$ cat src/hdl/memAccessPkg.sv
`default_nettype none

// ========================================
// memory stage encodings
// ========================================

package memAccessPkg;

	// access size of a load or store
	// code 3 is unused
	typedef logic [1:0] memSizeT;

	// lb, lbu, sb
	localparam memSizeT sizeByte = 2'd0;
	// lh, lhu, sh
	localparam memSizeT sizeHalf = 2'd1;
	// lw, sw
	localparam memSizeT sizeWord = 2'd2;

	// cause register exception code field
	typedef logic [4:0] excCodeT;

	// address error on fetch or load
	localparam excCodeT excAdEL = 5'd4;
	// address error on store
	localparam excCodeT excAdES = 5'd5;

endpackage

`default_nettype wire

$ cat src/hdl/mipsTypesPkg.sv
`default_nettype none

// ========================================
// architectural data types
// ========================================

package mipsTypesPkg;

	// one data word
	// also used for byte addresses
	typedef logic [31:0] wordT;

	// general purpose register number
	// 32 registers, r0 reads as zero
	typedef logic [4:0] regIdxT;

	// byte enables toward data memory
	// bit 0 is lane 0, the low byte of the word
	// little endian lane order
	typedef logic [3:0] byteEnT;

endpackage

`default_nettype wire

$ cat src/hdl/accessException.sv
`timescale 1ns/1ps
`default_nettype none

module accessException
	import mipsTypesPkg::*, memAccessPkg::*;
(
	input  wordT    pcAddr,
	input  wordT    addr,
	input  logic    loadMisaligned,
	input  logic    storeMisaligned,
	output logic    hasException,
	output excCodeT excCode,
	output wordT    badAddr
);

	// instruction fetch from a non-word address
	logic fetchError;

	assign fetchError = (pcAddr[1:0] != 2'b00);

	// ========================================
	// prioritised selection
	// ========================================

	// fetch is the oldest fault, so it wins
	// then load, then store
	always_comb begin
		if (fetchError) begin
			hasException = 1'b1;
			excCode      = excAdEL;
			// faulting pc goes to BadVAddr
			badAddr      = pcAddr;
		end else if (loadMisaligned) begin
			hasException = 1'b1;
			excCode      = excAdEL;
			badAddr      = addr;
		end else if (storeMisaligned) begin
			hasException = 1'b1;
			excCode      = excAdES;
			badAddr      = addr;
		end else begin
			// nothing to report
			hasException = 1'b0;
			excCode      = '0;
			badAddr      = '0;
		end
	end

endmodule

`default_nettype wire

$ cat src/hdl/loadAlign.sv
`timescale 1ns/1ps
`default_nettype none

module loadAlign
	import mipsTypesPkg::*, memAccessPkg::*;
(
	input  logic       clk,
	input  logic       arstN,
	// memory stage
	input  logic       loadValid,
	input  memSizeT    loadSize,
	input  logic       loadSigned,
	input  logic [1:0] addrLow,
	input  regIdxT     loadReg,
	input  wordT       readData,
	output logic       loadMisaligned,
	// writeback stage
	output logic       loadDone,
	output wordT       loadResult,
	output regIdxT     loadRegW
);

	// memory stage
	logic misalign;

	// writeback stage registers
	logic       validW;
	regIdxT     regW;
	memSizeT    sizeW;
	logic       signW;
	logic [1:0] addrLowW;
	wordT       dataW;

	// extraction
	logic [7:0]  byteSel;
	logic [15:0] halfSel;
	wordT        extracted;

	// ========================================
	// memory stage, alignment check
	// ========================================

	always_comb begin
		case (loadSize)
			sizeWord: misalign = (addrLow != 2'b00);
			sizeHalf: misalign = addrLow[0];
			default:  misalign = 1'b0;
		endcase
	end

	// AdEL only for a real load
	assign loadMisaligned = loadValid & misalign;

	// ========================================
	// memory to writeback register
	// ========================================

	// control part, cleared by reset
	always_ff @(posedge clk or negedge arstN) begin
		if (!arstN) begin
			validW <= 1'b0;
			regW   <= '0;
		end else begin
			// a misaligned load never reaches writeback
			validW <= loadValid & ~misalign;
			if (loadValid)
				regW <= loadReg;
		end
	end

	// payload, captured with each load
	always_ff @(posedge clk) begin
		if (loadValid) begin
			sizeW    <= loadSize;
			signW    <= loadSigned;
			addrLowW <= addrLow;
			dataW    <= readData;
		end
	end

	// ========================================
	// writeback, lane pick and extension
	// ========================================

	// addressed byte lane
	assign byteSel = dataW[8*addrLowW +: 8];
	// halfword by address bit 1
	assign halfSel = addrLowW[1] ? dataW[31:16] : dataW[15:0];

	always_comb begin
		case (sizeW)
			// lb or lbu
			sizeByte: extracted = {{24{signW & byteSel[7]}}, byteSel};
			// lh or lhu
			sizeHalf: extracted = {{16{signW & halfSel[15]}}, halfSel};
			// lw, whole word
			default:  extracted = dataW;
		endcase
	end

	assign loadDone   = validW;
	// result is quiet between loads
	assign loadResult = validW ? extracted : '0;
	assign loadRegW   = regW;

endmodule

`default_nettype wire

$ cat src/hdl/memAccessStage.sv
`timescale 1ns/1ps
`default_nettype none

module memAccessStage
	import mipsTypesPkg::*, memAccessPkg::*;
(
	input  logic    clk,
	input  logic    arstN,
	// request
	input  wordT    pcAddr,
	input  wordT    addr,
	// store side
	input  logic    storeValid,
	input  memSizeT storeSize,
	input  wordT    storeData,
	// load side
	input  logic    loadValid,
	input  memSizeT loadSize,
	input  logic    loadSigned,
	input  regIdxT  loadReg,
	// memory word, same cycle as the load
	input  wordT    readData,
	// to memory
	output byteEnT  byteEn,
	output wordT    writeDataOut,
	// writeback
	output logic    loadDone,
	output wordT    loadResult,
	output regIdxT  loadRegW,
	// exception report
	output logic    hasException,
	output excCodeT excCode,
	output wordT    badAddr
);

	// byte offset within the word
	logic [1:0] addrLow;
	// alignment faults into the exception picker
	logic       storeMisaligned;
	logic       loadMisaligned;

	assign addrLow = addr[1:0];

	// ========================================
	// store path
	// ========================================

	storeAlign storeAlignInst (
		.storeValid     (storeValid),
		.storeSize      (storeSize),
		.addrLow        (addrLow),
		.storeData      (storeData),
		.byteEn         (byteEn),
		.writeDataOut   (writeDataOut),
		.storeMisaligned(storeMisaligned)
	);

	// ========================================
	// load path, one cycle to writeback
	// ========================================

	loadAlign loadAlignInst (
		.clk           (clk),
		.arstN         (arstN),
		.loadValid     (loadValid),
		.loadSize      (loadSize),
		.loadSigned    (loadSigned),
		.addrLow       (addrLow),
		.loadReg       (loadReg),
		.readData      (readData),
		.loadMisaligned(loadMisaligned),
		.loadDone      (loadDone),
		.loadResult    (loadResult),
		.loadRegW      (loadRegW)
	);

	// fetch, load and store faults merged
	accessException accessExceptionInst (
		.pcAddr         (pcAddr),
		.addr           (addr),
		.loadMisaligned (loadMisaligned),
		.storeMisaligned(storeMisaligned),
		.hasException   (hasException),
		.excCode        (excCode),
		.badAddr        (badAddr)
	);

endmodule

`default_nettype wire

$ cat src/hdl/storeAlign.sv
`timescale 1ns/1ps
`default_nettype none

module storeAlign
	import mipsTypesPkg::*, memAccessPkg::*;
(
	input  logic    storeValid,
	input  memSizeT storeSize,
	// low two bits of the data address
	input  logic [1:0] addrLow,
	input  wordT    storeData,
	output byteEnT  byteEn,
	output wordT    writeDataOut,
	output logic    storeMisaligned
);

	// size-dependent misalignment, before qualification
	logic misalign;
	// lane enables assuming the store goes ahead
	byteEnT laneEn;

	// ========================================
	// alignment check
	// ========================================

	always_comb begin
		case (storeSize)
			// sw needs a word boundary
			sizeWord: misalign = (addrLow != 2'b00);
			// sh needs an even address
			sizeHalf: misalign = addrLow[0];
			// sb is always aligned
			default:  misalign = 1'b0;
		endcase
	end

	// only a real store raises AdES
	assign storeMisaligned = storeValid & misalign;

	// ========================================
	// lane select and replication
	// ========================================

	always_comb begin
		case (storeSize)
			sizeByte: begin
				// one lane, picked by both address bits
				laneEn       = byteEnT'(1) << addrLow;
				writeDataOut = {4{storeData[7:0]}};
			end
			sizeHalf: begin
				// upper or lower half by bit 1
				laneEn       = addrLow[1] ? 4'b1100 : 4'b0011;
				writeDataOut = {2{storeData[15:0]}};
			end
			sizeWord: begin
				laneEn       = 4'b1111;
				writeDataOut = storeData;
			end
			default: begin
				// unused size code, write nothing
				laneEn       = 4'b0000;
				writeDataOut = storeData;
			end
		endcase
	end

	// misaligned store is cancelled
	// memory sees no enables at all
	assign byteEn = (storeValid & ~misalign) ? laneEn : 4'b0000;

endmodule

`default_nettype wire

$ cat config.mk
export PLATFORM = sky130hd
export DESIGN_NAME = memAccessStage
export DESIGN_NICKNAME = d
export VERILOG_FILES = /design/src/hdl/memAccessPkg.sv /design/src/hdl/mipsTypesPkg.sv /design/src/hdl/accessException.sv /design/src/hdl/loadAlign.sv /design/src/hdl/memAccessStage.sv /design/src/hdl/storeAlign.sv
export SDC_FILE = /design/constraint.sdc
export NUM_CORES = 1
export LEC_CHECK = 0
export ABC_AREA = 1
export BUFFER_PORTS_ARGS = -buffer_cell sky130_fd_sc_hd__buf_2
export CAP_MARGIN = 15
export CORE_MARGIN = 5
export CORE_UTILIZATION = 45
export CTS_CLUSTER_SIZE = 28
export DETAILED_ROUTE_END_ITERATION = 16
export GPL_ROUTABILITY_DRIVEN = 0
export PLACE_DENSITY = 0.87
export SLEW_MARGIN = 30
export SYNTH_ARGS = -nofsm -noshare
export SYNTH_HDL_FRONTEND = slang
export SYNTH_HIERARCHICAL = 1
export SYNTH_SLANG_ARGS = --single-unit
$ cat constraint.sdc
create_clock -name clk -period 4.4 [get_ports clk]
set_input_delay 0.88 -clock clk [delete_from_list [all_inputs] [get_ports clk]]
set_output_delay 0.88 -clock clk [all_outputs]
set_load 0.1 [all_outputs]
==> results of run 1 <==
[through the flow]
step	hold WS, ns	setup slack, ns	instance area (um^2)	setup TNS [ns]	util
2_1_floorplan	0.584	-0.318	3530	-0.636	-
3_3_place_gp	0.452	0.870	5140	0	0.668
3_5_place_dp	0.461	0.745	5140	0	0.668
4_1_cts	0.376	0.743	5230	0	0.681
5_1_grt	0.375	0.515	5230	0	0.681
6_report	0.375	0.702	5230	0	0.681
[metal layers]
layer,GRT usage,vias up
li1,-,2084
met1,0.256,1892
met2,0.450,274
met3,0.0771,46
met4,0.0966,0
met5,0,-
[layout by cell type (no fill, tap or decap), types with 2 or more instances in the layout]
master and count:
buf_12 30, dfrtp_1 6, nand3_1 75, nand2_1 251
ha_1 7, buf_2 220, conb_1 3, a21oi_1 4
clkbuf_8 5, nor2_4 10, o21ai_1 2, inv_2 5
nor2_1 34, edfxtp_1 37, o21ai_0 8, buf_4 4
nand2_4 6, inv_1 30, nor2_2 2, inv_6 2
[synthesized netlist by cell type, drive strengths merged]
master  number  area share
nor3         1      0.0028
edfxtp      37        0.32
buf         33       0.068
nor2        47       0.077
a21oi        4      0.0057
ha           7       0.025
clkbuf       4      0.0043
a21boi       1      0.0021
and2         1      0.0018
o21ai       10       0.014
inv         37       0.042
nand3       76        0.11
conb         1      0.0011
dfrtp        6       0.043
nand2      258        0.29
[registers in the layout, indices dropped and copies added (netlist names)]
| name | flops |
|---|---|
| loadAlignInst/signW | 1 |
| loadAlignInst/dataW | 32 |
| loadAlignInst/addrLowW | 2 |
| loadAlignInst/loadDone | 1 |
| loadAlignInst/sizeW | 2 |
| loadAlignInst/loadRegW | 5 |
[power breakdown]
| group | switching [mW] | internal, mW |
|---|---|---|
| clock | 0.147 | 0.117 |
| combinational | 0.835 | 0.231 |
| sequential | 0.0294 | 0.479 |
| total | 1.01 | 0.828 |
[critical path, delay by kind of cell]
family | cells | cell delay [ns]
AO/OA/AOI/OAI | 1 | 0.17
buffers and inverters | 4 | 0.99
AND/OR/NAND/NOR | 2 | 0.33
adder cells (fa/ha/maj) | 1 | 0.45
[worst paths after layout]
path | startpoint | slack [ns] | endpoint | cells past startpoint
worst min register to register | loadAlignInst/loadRegW[2] | 0.49 | loadAlignInst/loadRegW[2] | 2
worst max-delay path | storeSize[1] | 0.70 | writeDataOut[23] | 8
worst min-delay path | arstN | 0.38 | loadAlignInst/loadRegW[0] | 1
max in group asynchronous | arstN | 3.89 | loadAlignInst/loadRegW[3] | 1
min in group clk | loadAlignInst/loadRegW[2] | 0.49 | loadAlignInst/loadRegW[2] | 2
worst max register to register | loadAlignInst/loadRegW[4] | 3.76 | loadAlignInst/loadRegW[4] | 2
[cell type report]
type / count / area share
timing repair buffer: 254 / 0.331
tap: 102 / 0.0244
sequential: 43 / 0.241
clock inverter: 3 / 0.00502
inverter: 37 / 0.0285
clock buffer: 5 / 0.0132
multi-input combinational: 408 / 0.357
[cell families (layout without fill, tap and decap cells)]
| group | count (synthesis) | in the layout | synth area share |
|---|---|---|---|
| buffers and inverters | 74 | 299 | 0.115 |
| other | 1 | 3 | 0.00106 |
| DFF | 43 | 43 | 0.358 |
| and+or+nand+nor | 383 | 383 | 0.479 |
| adders and majority gates | 7 | 7 | 0.0248 |
| AOI/OAI and AO/OA | 15 | 15 | 0.0220 |
==> reports/qor.txt, run 1 <==
slew at the pin closest to its max-slew limit = 0.768 ns
number of primary I/O pins = 254
maximum resistive drop on vdd = 0.000223 V
first-pass GRT wire length = 19.5 mm
number of buffers added to fix hold violations after cts = 0
Worst slew margin = 0.488
area occupied by multi-input gates = 0.00187 mm^2
number of clock sinks = 43
Met3 Wirelength = 1.32 mm
fraction of layout cells with a size suffix above 1 = 0.388
number of placement rows = 32
Post-DRT Antenna Nets = 0
area of the mapped netlist = 0.00353 mm^2
clock period minus final worst setup slack = 3.70 ns
DR top layer = met4
y dimension of the die = 98.5 um
highest attainable clock frequency = 0.270 GHz
Hold Path Class = in2async
sequential cell area in the final layout = 0.00126 mm^2
H-tree depth = 2
cells traversed along the worst timing path = buf_2 > inv_1 > ha_1 > inv_2 > nand2_4 > nand2_1 > o21ai_0 > buf_2
post-synthesis cell count = 523
Clk Latency, worst-skew pair = 0.30 ns
routed wire length = 12.7 mm
endpoint kind of the worst setup timing path = output pin
number of pins exceeding their max-slew limit in the final report = 0
share of the clock period used by the worst path after layout = 0.841
sequential-to-total area share from yosys stat = 0.358
final number of setup-violating endpoints = 0
filler-free cell count of the finished design = 852
Clock Root Buffer = clkbuf_8
data arrival time of the critical path = 2.82 ns
CTS clk-pin slew, worst paths = 0.10 ns
wire length on met1 = 4.31 mm
number of nets in the finished design = 898
Setup CP Type = in2out
total number of vias = 4296
Die Outline Area = 0.00971 mm^2
warnings from Yosys = 6
maximum number of pins on one net before global-route repair = 43
number of global-route vias before repair = 4122
number of buffers inserted during clock tree synthesis = 5
Avg WL per Cell = 14.9 um
mean cell area of the mapped netlist = 6.74 um^2
Total GRT Usage = 0.244
Worst EP required = 3.52 ns
via count normalized by instance count = 5.04
antenna violations before repair = 0
number of failing hold endpoints at the final stage = 0
first-pass iteration count of the detailed router = 6
slowest stage delay, CP = 0.46 ns
number of remaining DRC errors = 0
First DRT Iteration DRCs = 311
starting density of the core = 0.459
clock tree from TritonCTS = built
layout-stage area growth over the synthesis result = 48.4%
Std-Cell Core Area = 0.00769 mm^2
most frequent CP cell = buf_2
number of buffers added on ports = 250
die width = 98.5 um
library cells used by synthesis = 29
highest fanout seen on the critical path = 25
power per unit of standard cell area = 352 mW/mm^2
setup repair after global routing missed its margin = false
setup clock skew after layout = 0 ns
met2 wire len = 6.58 mm
number of placed instances with taps included = 844
cell with the largest stage delay on the worst path = buf_2
# diodes = 0
outcome = complete, no violations
number of filler instances in the final layout = 658
P_leak = 3.05 nW
CP Launch Type = input pin
post-CTS setup repair buffer count = 0
Longest Clk Path Bufs = 2
detailed-placement wirelength estimate = 10.4 mm
gr ovfl total = 0
Max Cap Violations = 0
post-cts gate resize count = 0
Overall Power = 1.84 mW
flip-flop and latch count after synthesis = 43
(Power assumes the default switching activity.)
==> run 2: changes to the inputs <==
ABC_AREA = 0   (was 1)
CORE_UTILIZATION = 38   (was 45)
PLACE_DENSITY = 0.77   (was 0.87)
clock period = 3.05 ns   (was 4.4 ns; I/O delays follow)
==> reports/qor.txt, run 2 <==
setup ws final = 0.154 ns (-0.548 ns)
number of buffers inserted during clock tree synthesis = 5 (unchanged)
Total GRT Usage = 0.243 (-0.00130)
number of buffer and inverter stages on the critical path = 2 (-2)
share of power burned in combinational logic = 0.636 (+0.056)
Overall Power = 3.01 mW (+64%)
most frequent cells in the layout = buf_2 (166), buf_12 (85), o21ai_0 (74)
first-pass GRT wire length = 22.7 mm (+16%)
kind of cell with the highest combined delay on the critical path = compound AO/OA/AOI/OAI gates
ranking of synthesized cells by instance count = o21ai_0 (75), edfxtp_1 (37), o21ai_1 (36), nand2_1 (27), a21oi_1 (26)
setup clock skew after layout = 0 ns (unchanged)
outcome = complete, no violations
antenna violations before repair = 1 (+1)
highest fanout seen on the critical path = 15 (-40%)
Setup CP Type = reg2out
Clock Root Buffer = clkbuf_8
clock period minus final worst setup slack = 2.90 ns
first-pass iteration count of the detailed router = 8 (+2)
number of failing hold endpoints at the final stage = 0 (unchanged)
sequential-to-total area share from yosys stat = 0.340 (-0.0180)
number of buffers added on ports = 250 (unchanged)
cell with the largest stage delay on the worst path = a22oi_4
fraction of layout cells with a size suffix above 1 = 0.556 (+0.168)
internal power = 1.46 mW (+76%)
post-route core utilization = 0.697 (+0.0168)
Max Cap Violations = 0 (unchanged)
area share of the largest cell type after synthesis = 0.299 (-0.0158)
dominant synthesized flop cell = edfxtp_1
mean cell area of the mapped netlist = 8.63 um^2 (+28%)
number of global-route vias before repair = 4498 (+9.1%)
flip-flop and latch count after synthesis = 43 (unchanged)
Post-DRT Antenna Nets = 0 (unchanged)
Synth area leader = edfxtp_1
CP Launch Type = flip-flop
number of flip-flops under the largest register name = 32 (unchanged)
power per unit of standard cell area = 448 mW/mm^2 (+28%)
highest attainable clock frequency = 0.345 GHz
switching share of power = 0.516 (-0.0340)
area occupied by multi-input gates = 0.00252 mm^2 (+35%)
total number of vias = 4377 (+1.9%)
post-synthesis cell count = 430 (-18%)
cells traversed along the worst timing path = mux2_4 > a22oi_4 > buf_4 > o211ai_2 > buf_12
routed wire length = 15.0 mm (+18%)
data arrival time of the critical path = 2.29 ns (-0.53 ns)
Top reg by flops = loadAlignInst/dataW
share of the clock period used by the worst path after layout = 0.949
slew at the pin closest to its max-slew limit = 0.621 ns (-0.147 ns)
Area contributors post-synth = edfxtp_1 (30%), o21ai_0 (10%), o21ai_1 (4.9%), dfrtp_1 (4.0%), o211ai_2 (3.7%)
area of the mapped netlist = 0.00371 mm^2 (+5.3%)
Synth async-reset ratio = 0.140 (unchanged)
maximum resistive drop on vdd = 0.000353 V (+58%)
number of remaining DRC errors = 0 (unchanged)
leading cell type in the layout, fill and taps excluded = buf_2
Die Outline Area = 0.0118 mm^2 (+22%)
clock tree from TritonCTS = built
Avg WL per Cell = 19.0 um (+28%)
worst slack at placement = 0.132 ns (-0.613 ns)
via count normalized by instance count = 5.57 (+10%)
number of nets in the finished design = 801 (-11%)
number of pins exceeding their max-slew limit in the final report = 0 (unchanged)
number of clock sinks = 43 (unchanged)
P_leak = 2.84 nW (-7.0%)
share of power burned in the clock network = 0.119 (-0.024)
number of placement rows = 36 (+13%)
Worst EP required = 2.44 ns (-1.08 ns)
most common cell in the netlist = o21ai_0
library cells used by synthesis = 47 (+62%)
endpoint kind of the worst setup timing path = output pin
gr ovfl total = 0 (unchanged)
Std-Cell Core Area = 0.00964 mm^2 (+25%)
WHS = 0.126 ns (-0.249 ns)
warnings from Yosys = 6 (unchanged)
final number of setup-violating endpoints = 0 (unchanged)
# diodes = 0 (unchanged)
Clk Latency, worst-skew pair = 0.29 ns (about the same)
setup repair after global routing missed its margin = false
layout-stage area growth over the synthesis result = 81.1%
Worst slew margin = 0.585 (+0.0969)
maximum number of pins on one net before global-route repair = 44 (+2.3%)
detailed-placement wirelength estimate = 12.1 mm (+16%)
number of primary I/O pins = 254 (unchanged)
Longest Clk Path Bufs = 2 (unchanged)
H-tree depth = 2 (unchanged)
starting density of the core = 0.385 (-0.0735)
sequential cell area in the final layout = 0.00126 mm^2 (+0.30%)
number of filler instances in the final layout = 722 (+9.7%)
Hold Path Class = in2async
Reg power frac = 0.245 (-0.032)
slowest stage delay, CP = 0.50 ns (+0.04 ns)
CTS clk-pin slew, worst paths = 0.08 ns (-0.02 ns)
First DRT Iteration DRCs = 207 (-33%)
Post-synth EDFFs = 37 (unchanged)
y dimension of the die = 109 um (+10%)
die width = 109 um (+10%)
net switching power = 1.55 mW (+54%)
==> run 2: changes by cell type in the layout (fill, tap and decap cells not counted), moves of 29 or more <==
cell     before  now
buf_12       30   85
nand3_1      75   17
buf_2       220  166
o21ai_4       0   29
o21ai_0       8   74
nand2_1     251   27
==> run 2: power groups by stage <==
stage | Combinational, mW | Sequential, mW | Clock [mW]
after detailed placement | 1.92 | 0.749 | 0
after CTS | 1.92 | 0.736 | 0.370
final | 1.92 | 0.737 | 0.360
after global placement | 1.89 | 0.745 | 0
after global routing | 1.98 | 0.743 | 0.392
after floorplan | 1.25 | 0.786 | 0
==> run 2: cell type report <==
cell class / instances / area share
clock buffers: 5 / 0.0102
clock inverters: 3 / 0.00298
inverters: 11 / 0.00614
multi-input cells: 326 / 0.375
flip-flops and latches: 43 / 0.188
well taps: 133 / 0.0248
repair buffers: 265 / 0.392
==> run 2: cell families after synthesis <==
| family | after synthesis | synth area share |
|---|---|---|
| adder cells (fa/ha/maj) | 7 | 0.0236 |
| multiplexers | 14 | 0.0421 |
| flip-flops | 43 | 0.340 |
| other | 1 | 0.00101 |
| buffers and inverters | 63 | 0.104 |
| AO/OA/AOI/OAI | 192 | 0.320 |
| AND/OR/NAND/NOR | 110 | 0.170 |
==> run 2: stage by stage <==
stage | setup TNS [ns] | cells | instance area, um^2
5_1_grt | 0 | 786 | 6720
6_report | 0 | 786 | 6720
3_5_place_dp | 0 | 778 | 6630
4_1_cts | 0 | 786 | 6720
3_3_place_gp | 0 | 778 | 6630
2_1_floorplan | -1.13 | 432 | 4180
==> run 2: final timing paths <==
kind                       slack [ns]  depth (start not counted)                 startpoint                         to
max in group asynchronous        2.76                          1                      arstN     loadAlignInst/loadDone
max reg2reg                      2.29                          1  loadAlignInst/loadRegW[2]  loadAlignInst/loadRegW[2]
min in group clk                 0.48                          1               readData[29]    loadAlignInst/dataW[29]
min reg2reg                      0.51                          1  loadAlignInst/loadRegW[1]  loadAlignInst/loadRegW[1]
max                              0.15                          5  loadAlignInst/addrLowW[1]             loadResult[29]
min                              0.13                          1                      arstN  loadAlignInst/loadRegW[1]
==> run 2: per-layer routing <==
| metal | routed length [um] | global-route usage |
|---|---|---|
| met5 | 8 | 0 |
| met4 | 680 | 0.113 |
| met3 | 1210 | 0.0598 |
| met2 | 7930 | 0.449 |
| met1 | 5140 | 0.257 |
==> run 2: what timing repair did <==
| action | in CTS | in global routing |
|---|---|---|
| resized for setup | 0 | 1 |
| hold endpoints to repair | 0 | 0 |
| endpoints found under the setup margin | 0 | 15 |
| hold buffers | 0 | 0 |
| buffers inserted | 0 | 0 |
==> run 3: changes to the inputs <==
CORE_MARGIN = 10   (was 5)
RECOVER_POWER = 50   (was not set)
==> reports/qor.txt, run 3 (synthesized netlist as in run 2, its figures left out) <==
number of filler instances in the final layout = 719 (-0.42%)
switching share of power = 0.505 (-0.0109)
Longest Clk Path Bufs = 2 (unchanged)
Overall Power = 3.10 mW (+2.8%)
layout-stage area growth over the synthesis result = 82.3%
post-route design area = 0.00677 mm^2 (+0.71%)
slew at the pin closest to its max-slew limit = 2.28 ns (+1.66 ns)
maximum number of pins on one net before global-route repair = 44 (unchanged)
final number of setup-violating endpoints = 0 (unchanged)
data arrival time of the critical path = 2.33 ns (+0.04 ns)
setup ws final = 0.113 ns (-0.0408 ns)
number of flip-flops under the largest register name = 32 (unchanged)
beginning of the worst register-to-register path = loadAlignInst/loadRegW[2]
gr ovfl total = 0 (unchanged)
outcome = complete, but fails checks
clock period minus final worst setup slack = 2.94 ns (+0.0408 ns)
Avg WL per Cell = 21.0 um (+10%)
most frequent cells in the layout = buf_2 (149), buf_12 (87), o21ai_0 (74)
setup clock skew after layout = 0 ns (unchanged)
internal power = 1.53 mW (+5.1%)
via count normalized by instance count = 5.49 (-1.3%)
die width = 119 um (+9.2%)
endpoint of the worst register-to-register path = loadAlignInst/loadRegW[2]
share of power burned in the clock network = 0.139 (+0.020)
share of the clock period used by the worst path after layout = 0.963 (+0.0134)
total number of vias = 4340 (-0.85%)
Top reg by flops = loadAlignInst/dataW
Worst EP required = 2.44 ns (about the same)
Total GRT Usage = 0.216 (-0.0270)
Setup TNS Final = 0 ns (unchanged)
endpoint kind of the worst setup timing path = output pin
worst slack at placement = 0.175 ns (+0.0433 ns)
number of pins exceeding their max-slew limit in the final report = 44 (+44)
power per unit of standard cell area = 457 mW/mm^2 (+2.0%)
Die Outline Area = 0.0141 mm^2 (+19%)
failing checks = capacitance limit, slew limit
number of global-route vias before repair = 4535 (+0.82%)
post-CTS setup repair buffer count = 0 (unchanged)
highest attainable clock frequency = 0.341 GHz (-1.4%)
CP Launch Type = flip-flop
post-cts gate resize count = 0 (unchanged)
Hold Path Class = in2async
number of remaining DRC errors = 0 (unchanged)
First DRT Iteration DRCs = 419 (+100%)
P_leak = 2.81 nW (-0.92%)
detailed-placement wirelength estimate = 13.6 mm (+12%)
Clock Root Buffer = clkbuf_8
Setup CP Type = reg2out
register-to-register setup slack = 2.21 ns (-0.08 ns)
number of failing hold endpoints at the final stage = 0 (unchanged)
clock tree from TritonCTS = built
Reg power frac = 0.238 (-0.007)
number of buffers added to fix hold violations after cts = 0 (unchanged)
number of primary I/O pins = 254 (unchanged)
net switching power = 1.56 mW (+0.59%)
leading cell type in the layout, fill and taps excluded = buf_2
share of power burned in combinational logic = 0.623 (-0.013)
first-pass GRT wire length = 24.8 mm (+9.2%)
number of clock sinks = 43 (unchanged)
y dimension of the die = 119 um (+9.2%)
first-pass iteration count of the detailed router = 5 (-3)
setup repair after global routing missed its margin = false
Max Cap Violations = 1 (+1)
routed wire length = 16.6 mm (+11%)
Std-Cell Core Area = 0.00964 mm^2 (unchanged)
Post-DRT Antenna Nets = 0 (unchanged)
placed inst area = 0.00666 mm^2 (+0.51%)
number of buffers inserted during clock tree synthesis = 5 (unchanged)
Clk Latency, worst-skew pair = 0.30 ns (about the same)
number of placement rows = 36 (unchanged)
CTS clk-pin slew, worst paths = 0.08 ns (about the same)
starting density of the core = 0.385 (unchanged)
number of nets in the finished design = 802 (+0.12%)
number of buffers added on ports = 250 (unchanged)
maximum resistive drop on vdd = 0.000315 V (-11%)
highest fanout seen on the critical path = 12 (-3)
H-tree depth = 2 (unchanged)
number of cells traversed by the worst register-to-register path = 1 (unchanged)
fraction of layout cells with a size suffix above 1 = 0.531 (-0.0253)
antenna violations before repair = 5 (+4)
Worst slew margin = -0.517 (-1.10)
run 3: cell count changes in the layout (fill, tap and decap cells not counted), sizes merged:
cell,before,now
buf,265,248
a22oi,1,2
clkinvlp,1,0
clkinv,2,1
clkbuf,5,24
diode,0,3
run 3: area by class of cell:
type | instances | area, um^2 | share of cell area
well taps | 133 | 166 | 0.0246
clock inverters | 1 | 5.00 | 0.000739
inverters | 11 | 41.3 | 0.00610
diodes | 3 | 7.51 | 0.00111
repair buffers | 265 | 2640 | 0.390
clock buffers | 7 | 108 | 0.0159
flip-flops and latches | 43 | 1260 | 0.187
multi-input cells | 327 | 2530 | 0.374
run 3: metrics by stage:
step | util | cells | hold WS, ns
floorplan | - | 432 | 0.314
global placement | 0.691 | 778 | 0.434
detailed placement | 0.691 | 778 | 0.444
CTS | 0.703 | 786 | 0.110
global route | 0.702 | 789 | 0.178
finish | 0.702 | 790 | 0.172
run 3: worst max path at each step:
stage	start	to	cells after the start
detailed placement	storeSize[0]	badAddr[8]	9
floorplan	storeSize[1]	byteEn[0]	5
global placement	loadSize[0]	excCode[2]	9
finish	loadAlignInst/addrLowW[1]	loadResult[15]	4
global route	loadAlignInst/addrLowW[1]	loadResult[15]	4
CTS	loadAlignInst/addrLowW[1]	loadResult[19]	4
run 3: worst max-delay path: stages (launching register included):
cell,delay [ns]
edfxtp_1,0.47
mux2_4,0.37
a22oi_2,0.73
o22ai_2,0.12
buf_2,0.33
run 3: power by group through the flow:
stage                     Clock [mW]  Sequential [mW]  Combinational (mW)
final                          0.431            0.737                1.93
after global routing           0.465            0.744                1.99
after CTS                      0.438            0.735                1.93
after detailed placement           0            0.749                1.93
after global placement             0            0.745                1.90
after floorplan                    0            0.786                1.25
run 3: layer usage:
layer  vias up  track usage  wire (um)
met5         -            0          9
met4         2       0.0481        196
met3        16       0.0907       1780
met2       212        0.413       9240
met1      2089        0.209       5350
li1       2021            -          -
